## config.mk

```make
export PLATFORM = sky130hd
export DESIGN_NAME = pd
export DESIGN_NICKNAME = d
export VERILOG_FILES = /design/src/logic/pd_pkg.sv /design/src/logic/pd.sv /design/src/logic/phase_seq.sv /design/src/logic/jump_cond.sv /design/src/logic/instr_decode.sv
export SDC_FILE = /design/constraint.sdc
export NUM_CORES = 1
export LEC_CHECK = 0
export ABC_CLOCK_PERIOD_IN_PS = 1700
export BUFFER_PORTS_ARGS = -buffer_cell sky130_fd_sc_hd__buf_2
export CAP_MARGIN = 20
export CORE_UTILIZATION = 45
export DETAILED_ROUTE_END_ITERATION = 12
export HOLD_SLACK_MARGIN = 0.05
export PLACE_DENSITY_LB_ADDON = 0.1
export SYNTH_ARGS = -nofsm -noshare
export SYNTH_HDL_FRONTEND = slang
export SYNTH_SLANG_ARGS = --single-unit
export TNS_END_PERCENT = 50
```

## constraint.sdc

```tcl
create_clock -name strob1 -period 1.7 [get_ports strob1]
set_input_delay 0.17 -clock strob1 [delete_from_list [all_inputs] [get_ports strob1]]
set_output_delay 0.17 -clock strob1 [all_outputs]
set_load 0.005 [all_outputs]
```

## src/logic/pd_pkg.sv

```systemverilog
/*
	Shared widths, encodings and opcodes of the instruction decoder
	Bit 0 is the MSB of every vector, as on the W bus
	Only the reduced six-class instruction set is encoded here
*/

package pd_pkg;

	localparam int ir_w  = 16;	// Instruction word
	localparam int r0_w  = 9;	// R0 flags Z M V C L E G Y X
	localparam int op_w  = 6;	// Opcode field, IR bits 0:5
	localparam int fld_w = 3;	// A, B and C fields

	// R0 flag positions used by the jump unit
	localparam int f_z = 0;
	localparam int f_m = 1;
	localparam int f_l = 4;
	localparam int f_e = 5;
	localparam int f_g = 6;

	// Single opcodes, named by octal value
	localparam logic [op_w-1:0] op_jump = 6'o70;	// Conditional jump group
	localparam logic [op_w-1:0] op_sys  = 6'o73;	// System group
	localparam logic [op_w-1:0] op_in   = 6'o74;	// IN
	localparam logic [op_w-1:0] op_ou   = 6'o75;	// OU

	typedef enum logic [2:0] {
		CLS_ARG   = 3'd0,	// Normal argument, 020..057
		CLS_SHORT = 3'd1,	// Short argument, 060..067
		CLS_JUMP  = 3'd2,	// 070
		CLS_SYS   = 3'd3,	// 073
		CLS_IO    = 3'd4,	// 074..075
		CLS_ILL   = 3'd5	// Anything else
	} cls_t;

	typedef enum logic [2:0] {
		PH_IDLE = 3'd0,	// Waiting for W->IR
		PH_WP   = 3'd1,	// Argument word fetch
		PH_WA   = 3'd2,	// B-modification
		PH_WE   = 3'd3,	// Execute
		PH_END  = 3'd4	// Cycle end
	} phase_t;

endpackage
```

## src/logic/pd.sv

```systemverilog
`timescale 1ns/1ps
/*
	Instruction decoder top, reduced to six classes and three phases
	q and r0 must not change while busy is high
*/

module pd import pd_pkg::*; #(
	parameter bit io_user_illegal = 1'b1	// 1 makes IN/OU illegal for user
) (
	input  logic            strob1,
	input  logic            rst_n,
	input  logic [0:ir_w-1] w,	// W bus
	input  logic            w_ir,	// W->IR strobe
	input  logic            si1,	// Invalidate on load
	input  logic            q,	// System flag
	input  logic [0:r0_w-1] r0,	// R0 flags
	output logic [0:ir_w-1] ir,
	output cls_t            cls,
	output logic            xi,
	output logic            nef,
	output phase_t          phase,
	output logic            busy,
	output logic            ekc
);

	logic             start;
	logic [fld_w-1:0] fld_a;
	logic [fld_w-1:0] fld_b;
	logic [fld_w-1:0] fld_c;

	instr_decode #(
		.io_user_illegal(io_user_illegal)
	) decode_i (
		.strob1(strob1),
		.rst_n (rst_n),
		.w     (w),
		.w_ir  (w_ir),
		.si1   (si1),
		.q     (q),
		.busy  (busy),
		.ir    (ir),
		.start (start),
		.cls   (cls),
		.fld_a (fld_a),
		.fld_b (fld_b),
		.fld_c (fld_c),
		.xi    (xi)
	);

	jump_cond jump_i (
		.cls  (cls),
		.fld_a(fld_a),
		.r0   (r0),
		.xi   (xi),
		.nef  (nef)
	);

	phase_seq seq_i (
		.strob1(strob1),
		.rst_n (rst_n),
		.start (start),
		.cls   (cls),
		.fld_b (fld_b),
		.fld_c (fld_c),
		.nef   (nef),
		.phase (phase),
		.busy  (busy),
		.ekc   (ekc)
	);

endmodule

```

## src/logic/phase_seq.sv

```systemverilog
`timescale 1ns/1ps
/*
	Execution phase FSM for WP, WA, WE and cycle end
	Entry is chosen on start from nef, class and fields B and C
	One instruction at a time, each phase lasts a single cycle
*/

module phase_seq import pd_pkg::*; (
	input  logic             strob1,
	input  logic             rst_n,
	input  logic             start,	// Load accepted last edge
	input  cls_t             cls,
	input  logic [fld_w-1:0] fld_b,
	input  logic [fld_w-1:0] fld_c,
	input  logic             nef,
	output phase_t           phase,
	output logic             busy,	// Phase is not idle
	output logic             ekc	// Cycle end
);

	phase_t ph_next;
	logic   need_wp;	// Argument in the next word
	logic   need_wa;	// B-modification present

	assign need_wp = ((cls == CLS_ARG) | (cls == CLS_JUMP)) & (fld_c == '0);
	assign need_wa = (fld_b != '0);

	always_comb begin
		ph_next = phase;
		case (phase)
			PH_IDLE: begin
				if (start) begin
					if (nef)
						ph_next = PH_END;	// Straight to end
					else if (need_wp)
						ph_next = PH_WP;
					else if (need_wa)
						ph_next = PH_WA;
					else
						ph_next = PH_WE;
				end
			end
			PH_WP: begin
				ph_next = need_wa ? PH_WA : PH_WE;	// Skip WA when B is 0
			end
			PH_WA: begin
				ph_next = PH_WE;
			end
			PH_WE: begin
				ph_next = PH_END;
			end
			PH_END: begin
				ph_next = PH_IDLE;	// Ready for next W->IR
			end
			default: begin
				ph_next = PH_IDLE;	// Unused encodings recover
			end
		endcase
	end

	always_ff @(posedge strob1 or negedge rst_n) begin
		if (!rst_n) begin
			phase <= PH_IDLE;
			busy  <= 1'b0;
			ekc   <= 1'b0;
		end else begin
			phase <= ph_next;
			busy  <= (ph_next != PH_IDLE);	// Tracks phase exactly
			ekc   <= (ph_next == PH_END);
		end
	end

endmodule

```

## src/logic/jump_cond.sv

```systemverilog
`timescale 1ns/1ps
/*
	Jump condition and ineffective flag, purely combinational
	r0 is read directly, hold it stable while the jump is in IR
*/

module jump_cond import pd_pkg::*; (
	input  cls_t             cls,
	input  logic [fld_w-1:0] fld_a,	// Condition select
	input  logic [0:r0_w-1]  r0,	// R0 flags
	input  logic             xi,
	output logic             nef	// Instruction is ineffective
);

	logic taken;	// Selected condition holds

	always_comb begin
		case (fld_a)
			3'd0:    taken = 1'b1;	// UJ
			3'd1:    taken = r0[f_l];	// JL
			3'd2:    taken = r0[f_e];	// JE
			3'd3:    taken = r0[f_g];	// JG
			3'd4:    taken = r0[f_z];	// JZ
			3'd5:    taken = r0[f_m];	// JM
			3'd6:    taken = ~r0[f_e];	// JN, inverted E
			default: taken = 1'b1;	// LJ
		endcase
	end

	// Illegal always ineffective, non-jumps never fail on condition
	assign nef = xi | ((cls == CLS_JUMP) & ~taken);

endmodule

```

## src/logic/instr_decode.sv

```systemverilog
`timescale 1ns/1ps
/*
	IR with W->IR load and SI1 invalidate, field split and class decode
	A load is ignored while busy or in the cycle right after a load
	xi is combinational from IR and q, so q must be stable per instruction
*/

module instr_decode import pd_pkg::*; #(
	parameter bit io_user_illegal = 1'b1	// IN/OU illegal in user mode
) (
	input  logic            strob1,
	input  logic            rst_n,
	input  logic [0:ir_w-1] w,	// W bus
	input  logic            w_ir,	// Load strobe
	input  logic            si1,	// Invalidate on load
	input  logic            q,	// System flag, 1 is user mode
	input  logic            busy,	// From the sequencer
	output logic [0:ir_w-1] ir,
	output logic            start,	// One cycle after an accepted load
	output cls_t            cls,
	output logic [fld_w-1:0] fld_a,
	output logic [fld_w-1:0] fld_b,
	output logic [fld_w-1:0] fld_c,
	output logic            xi	// Illegal instruction
);

	logic            load;	// Accepted W->IR
	logic [0:op_w-1] op;	// Opcode field

	// start covers the gap before busy rises
	assign load = w_ir & ~busy & ~start;

	always_ff @(posedge strob1 or negedge rst_n) begin
		if (!rst_n) begin
			ir <= '0;
		end else if (load) begin
			ir[0:1]      <= si1 ? 2'b00 : w[0:1];	// Forces opcode below 020
			ir[2:ir_w-1] <= w[2:ir_w-1];
		end
	end

	always_ff @(posedge strob1 or negedge rst_n) begin
		if (!rst_n) begin
			start <= 1'b0;
		end else begin
			start <= load;	// Single pulse per load
		end
	end

	// Field split
	assign op    = ir[0:5];
	assign fld_a = ir[7:9];	// Register or jump condition
	assign fld_b = ir[10:12];	// B-modification register
	assign fld_c = ir[13:15];	// 0 means argument in next word

	// Opcode to class
	always_comb begin
		case (op) inside
			[6'o20:6'o57]: cls = CLS_ARG;	// Two-word or register argument
			[6'o60:6'o67]: cls = CLS_SHORT;	// KA1 group
			op_jump:       cls = CLS_JUMP;
			op_sys:        cls = CLS_SYS;
			op_in, op_ou:  cls = CLS_IO;
			default:       cls = CLS_ILL;	// Includes all of 000..017
		endcase
	end

	// Illegal in class, or privileged in user mode
	always_comb begin
		xi = 1'b0;
		case (cls)
			CLS_ILL: xi = 1'b1;
			CLS_SYS: xi = q;	// System group is supervisor only
			CLS_IO:  xi = q & io_user_illegal;	// Strap selectable
			default: xi = 1'b0;
		endcase
	end

endmodule

```

==> flow_summary.ini, run 1 <==
[timing]
drv_slew = 0
setup_violations = 6
tightest_slew_ps = 544
timing.final.ws_setup_ps = -273
slew_headroom_pct = 63.2
hold_ws_ps = 62.3
final.setup.tns_ps = -1150
worst_clock_skew_ps = 7.70
fmaxAchievable_mhz = 507
rsz0062_at_grt = yes
period_share_pct = 116
finalHoldViolations = 0
period_needed_ps = 1970

[power]
power_leakage_nw = 0.786
power_mw = 3.02
ir_drop_v = 0.00128
p_per_area_nw_per_um2 = 1770

[die]
pin_count = 56
num_rows = 17
start_util_pct = 49.3
die_w_um = 51.9
dieArea_um2 = 2700
dieHeight_um = 51.9
core_um2 = 2280

[critical_path]
crit_type = register to output pin
startpoint_type = register
required_ps = 1530
end_kind = output pin
worstPathArrival_ps = 1800
path_max_fanout = 3
crit_buf_inv = 1
slowest_delay_ps = 450
crit_chain = ha_4 -> nor3b_4 -> o21ai_2 -> maj3_2 -> and2_1 -> buf_2
crit_path_top_delay_cell = dfrtp_2
cpLargestDelayFamily = adder cells

[hold_path]
hold_class = input port to register

[synthesis]
synth_top_area_cell = dfrtp_1
syn_area_per_cell_um2 = 11.5
syn_inst = 98
syn_nets = 131
synth_seq_cells = 22
yosysWarningCount = 0
netlist.area_leader.share_pct = 49.1
netlist_top_cells_area = dfrtp_1, mux2_2, nor2b_1, ha_1, o21ai_0
synth_cell_type_count = 32
ys_seq_area_share_pct = 49.1
syn_area_um2 = 1120

[routing]
ant_nets = 0
drt_iter0_markers = 14
first_pass_iters = 4
wl_per_cell_um = 15.0
drc = 0
wl_mm = 2.88
viasPerCell = 5.53
num_vias = 1061

[placed_design]
pre_cts_slack_ps = -29.2
dpl_cell_area_um2 = 1450
dp_hpwl_mm = 1.95
io_buffers = 51
place_congestion = 0.824
dp_cells = 180

[cts]
cts-root-buf = clkbuf_4
cts_buffers = 3
path_clk_slew_ps = 120
h-tree-depth = 1
cts_tree = yes
cts.sinks = 22
clkLatencyLatePin_ps = 310
cts_buffer_depth = 2

[layout]
instances_no_fill = 192
synthToLayoutAreaGrowth_pct = 51.7
num_antenna_cells = 0
final_util_pct = 74.8
nets = 198
design_area_um2 = 1700
drive_above_1_share_pct = 61.6

[global_route]
met2_usage_pct = 39.7
met3_usage_pct = 4.39
grt_first_pass_wirelength_mm = 4.54
grt_use_total_pct = 23.3
grt-busiest-layer = met2
grt_pass1_vias = 1033
antenna_found_initial = 0
grt_use_met1_pct = 29.3
grt_max_degree = 23
gr-total-overflow = 0

[run_status]
status = finished, violations left
violations = setup timing

[run]
drv_cap = 0
## worst register-to-register path: stages (launching register included)
cell      delay, ps
dfrtp_2         450
ha_4            160
buf_4           110
nor4bb_2        320
a211oi_2         90
a211oi_2        200
o21ai_0         150
o22ai_1         230
## timing repair
| item | CTS | global route |
|---|---|---|
| pin swaps | 7 | 9 |
| setup endpoints to repair | 6 | 9 |
| buffers inserted | 6 | 1 |
| endpoints found under the hold margin | 22 | 0 |
| gates resized for setup | 19 | 11 |
| hold buffers | 1 | 0 |
## cell usage after synthesis
library cell	count
o211ai_2	1
maj3_1	1
inv_1	4
o31ai_1	1
a21oi_1	3
buf_2	2
a211oi_1	3
ha_1	3
o22ai_1	1
and2_1	2
o21ai_1	1
nor2_1	1
nand3b_1	2
o311a_4	1
nor2b_1	8
dfrtp_1	22
nand2_1	5
o311a_1	1
a31oi_1	1
o2bb2ai_1	2
nor3b_1	2
nor4bb_1	1
and3_1	2
o21ai_0	7
nor3b_2	1
nand2b_1	1
or3_1	1
mux2i_1	1
nor4b_1	1
or3b_1	1
nor3_1	3
mux2_2	12
## report_power, final
group	total, mW	internal (mW)	switching, mW
sequential	1.12	0.775	0.345
combinational	1.50	0.851	0.645
clock	0.403	0.238	0.165
## cells in the final DEF (no fill, tap or decap), drive strengths merged, types with 3 or more instances in the layout
cell     n
nand2    5
nor2b    8
buf     63
nor3b    3
nor3     3
dfrtp   22
clkbuf   3
a21oi    3
ha       3
inv      4
a211oi   3
mux2    12
o21ai    8
## state kept, by name, indices dropped and copies added, names as in the netlist
name            count
seq_i.ekc           1
decode_i.ir        16
seq_i.busy          1
decode_i.start      1
seq_i.phase         3
## area by class of cell
class                           count  area (um^2)
Inverter                            4         15.0
Multi-Input combinational cell     70          677
Sequential cell                    22          554
Timing Repair Buffer               64          369
Tap cell                           28         35.0
Fill cell                         162          573
Clock buffer                        3         22.5
Clock inverter                      1         30.0
## worst paths after layout
| path | start | endpoint | slack, ps | cells past startpoint |
|---|---|---|---|---|
| min in group asynchronous | rst_n | decode_i.ir[8]$_DFFE_PN0P_ | 340 | 2 |
| max reg2reg | decode_i.ir[1]$_DFFE_PN0P_ | seq_i.phase[0]$_DFF_PN0_ | -80 | 7 |
| min | w[4] | decode_i.ir[4]$_DFFE_PN0P_ | 60 | 3 |
| max in group asynchronous | rst_n | decode_i.ir[1]$_DFFE_PN0P_ | 1000 | 2 |
| max | decode_i.ir[1]$_DFFE_PN0P_ | xi | -270 | 6 |
| min reg2reg | decode_i.ir[6]$_DFFE_PN0P_ | decode_i.ir[6]$_DFFE_PN0P_ | 530 | 1 |
## routing by layer
| metal | wire [um] | part of all wire [%] | up-vias |
|---|---|---|---|
| met5 | 0 | 0 | - |
| met4 | 17 | 0.59 | 0 |
| met3 | 137 | 4.8 | 2 |
| met2 | 1490 | 52 | 43 |
| met1 | 1240 | 43 | 521 |
| li1 | - | - | 495 |
## cell families after synthesis
kind of cell / synth area share, %
simple gates: 17.4
compound gates: 14.2
flops: 49.1
mux: 12.9
buf+inv: 2.23
fa+ha+maj: 4.24
No activity file was read; power rests on OpenSTA's default activity.
==> inputs of run 2 (changes only) <==
Settings changed: REMOVE_ABC_BUFFERS set to 1.
==> run 2 against run 1 <==
The flow still finishes with violations (setup timing). Sequential cell count stayed put. Utilization is 3.1 points lower. Via count is 5.8% lower. Fmax is 0.48% higher. Clock skew is 0.73 ps higher. Non-clock buffer count is 3 lower. Die area stayed put. Total power is 6.0% lower. Critical path type unchanged. Highest routed layer unchanged.
==> flow_summary.ini, run 2 (synthesized netlist as in run 1, its figures left out) <==
[critical_path]
crit_type = register to output pin
worstPathArrival_ps = 1790
crit_path_top_delay_cell = dfrtp_2
slowest_delay_ps = 450
r2r-start = decode_i.ir[0]$_DFFE_PN0P_
path_max_fanout = 4
crit_buf_inv = 1
r2r-end = seq_i.phase[1]$_DFF_PN0_
rr_worst_depth = 7
startpoint_type = register
cpLargestDelayFamily = adder cells
crit_chain = ha_4 -> nor3b_4 -> o21ai_4 -> maj3_2 -> and2_1 -> buf_2
r2r_slack_ps = -120
required_ps = 1530
end_kind = output pin

[routing]
wl_met2_mm = 1.26
viasPerCell = 5.29
first_pass_iters = 4
route.met3.wl_um = 145
wirelength_met1_mm = 1.07
ant_nets = 0
wl_per_cell_um = 13.2
drc = 0
num_vias = 999
wl_mm = 2.50
drt_iter0_markers = 19
routed.top_layer = met4

[run_status]
violations = setup timing
status = finished, violations left

[layout]
fillers = 178
drive_above_1_share_pct = 57.1
regMostFlops = decode_i.ir
num_antenna_cells = 0
design_area_um2 = 1630
synthToLayoutAreaGrowth_pct = 45.4
largest_reg_flops = 16
layout_commonest_cell = buf_2
final_cell_mix = buf_2, dfrtp_1, mux2_2
reg.largest.list = decode_i.ir: 16 flops, seq_i.phase: 3 flops
nets = 195

[die]
start_util_pct = 49.3
num_rows = 17
dieHeight_um = 51.9
core_um2 = 2280
pin_count = 56
die_w_um = 51.9
dieArea_um2 = 2700

[placed_design]
dp_hpwl_mm = 1.87
place_congestion = 0.831
io_buffers = 51
dpl_cell_area_um2 = 1450

[cts]
cts_buffers = 3
h-tree-depth = 1
cts_buffer_depth = 2
path_clk_slew_ps = 110
cts-root-buf = clkbuf_4
clkLatencyLatePin_ps = 300
cts.sinks = 22
cts_tree = yes

[power]
p_per_area_nw_per_um2 = 1740
power_leakage_nw = 0.746
ir_drop_v = 0.00116
power_mw = 2.84

[global_route]
grt_use_total_pct = 20.3
grt_pass1_vias = 957
grt_first_pass_wirelength_mm = 4.03
gr-total-overflow = 0
antenna_found_initial = 0
grt_max_degree = 23

[timing]
timing.final.ws_setup_ps = -264
period_needed_ps = 1960
tightest_slew_ps = 479
setup_violations = 9
slew_headroom_pct = 67.6
worst_clock_skew_ps = 8.43
rsz0062_at_grt = yes
hold_ws_ps = 67.4
fmaxAchievable_mhz = 509
period_share_pct = 116
drv_slew = 0
final.setup.tns_ps = -1030
finalHoldViolations = 0

[hold_path]
hp-start = w[4]
min_path_cells = 3
hold_class = input port to register
min_to = decode_i.ir[4]$_DFFE_PN0P_

[run]
drv_cap = 0
==> run 2: cell count changes in the layout (fill, tap and decap cells not counted), sizes merged <==
cell / previous run / this run
buf: 63 / 60
==> run 2: tightest hold or removal path, cell delays in order <==
cell     delay (ps)
buf_2            70
nand2_1          30
o21ai_0          50
==> run 2: metrics by stage <==
step / cells / util (%) / worst slack [ps]
after floorplan: 96 / - / -603
after global placement: 181 / 63.8 / 5.35
after detailed placement: 181 / 63.8 / -60.0
after CTS: 189 / 71.5 / -274
after global routing: 189 / 71.7 / -358
final: 189 / 71.7 / -264
==> run 2: timing repair <==
action	in CTS	in global routing
setup buffers	4	0
pin swaps	9	1
hold buffers	1	0
endpoints found under the hold margin	22	0
gates resized for setup	18	1
endpoints found under the setup margin	7	9
==> run 2: routing by layer <==
layer  vias up  global-route usage, %
met5         -                      0
met4         0                   7.21
met3         2                   2.63
met2        32                   37.4
met1       474                   23.8
li1        491                      -
==> run 2: power breakdown <==
group,switching (mW),internal (mW),leakage (nW)
Combinational,0.582,0.795,0.453
Clock,0.152,0.238,0.0279
Sequential,0.300,0.771,0.266
==> run 2: worst max-delay path by stage <==
stage                               start                           to  slack [ps]  depth (start not counted)
4_1_cts        decode_i.ir[0]$_DFFE_PN0P_                           xi        -270                          6
3_5_place_dp   decode_i.ir[1]$_DFFE_PN0P_                           xi         -60                          6
6_report       decode_i.ir[0]$_DFFE_PN0P_                           xi        -260                          6
2_1_floorplan    decode_i.start$_DFF_PN0_  decode_i.ir[10]$_DFFE_PN0P_        -600                          2
5_1_grt        decode_i.ir[1]$_DFFE_PN0P_                           xi        -360                          7
3_3_place_gp   decode_i.ir[1]$_DFFE_PN0P_                           xi           5                          6
==> run 2: cell type report <==
type	instances	area (um^2)	share of cell area [%]
inverters	4	15.0	0.920
flip-flops and latches	22	552	33.8
clock buffers	3	22.5	1.38
repair buffers	61	343	21.0
multi-input cells	70	634	38.9
clock inverters	1	30.0	1.84
well taps	28	35.0	2.15
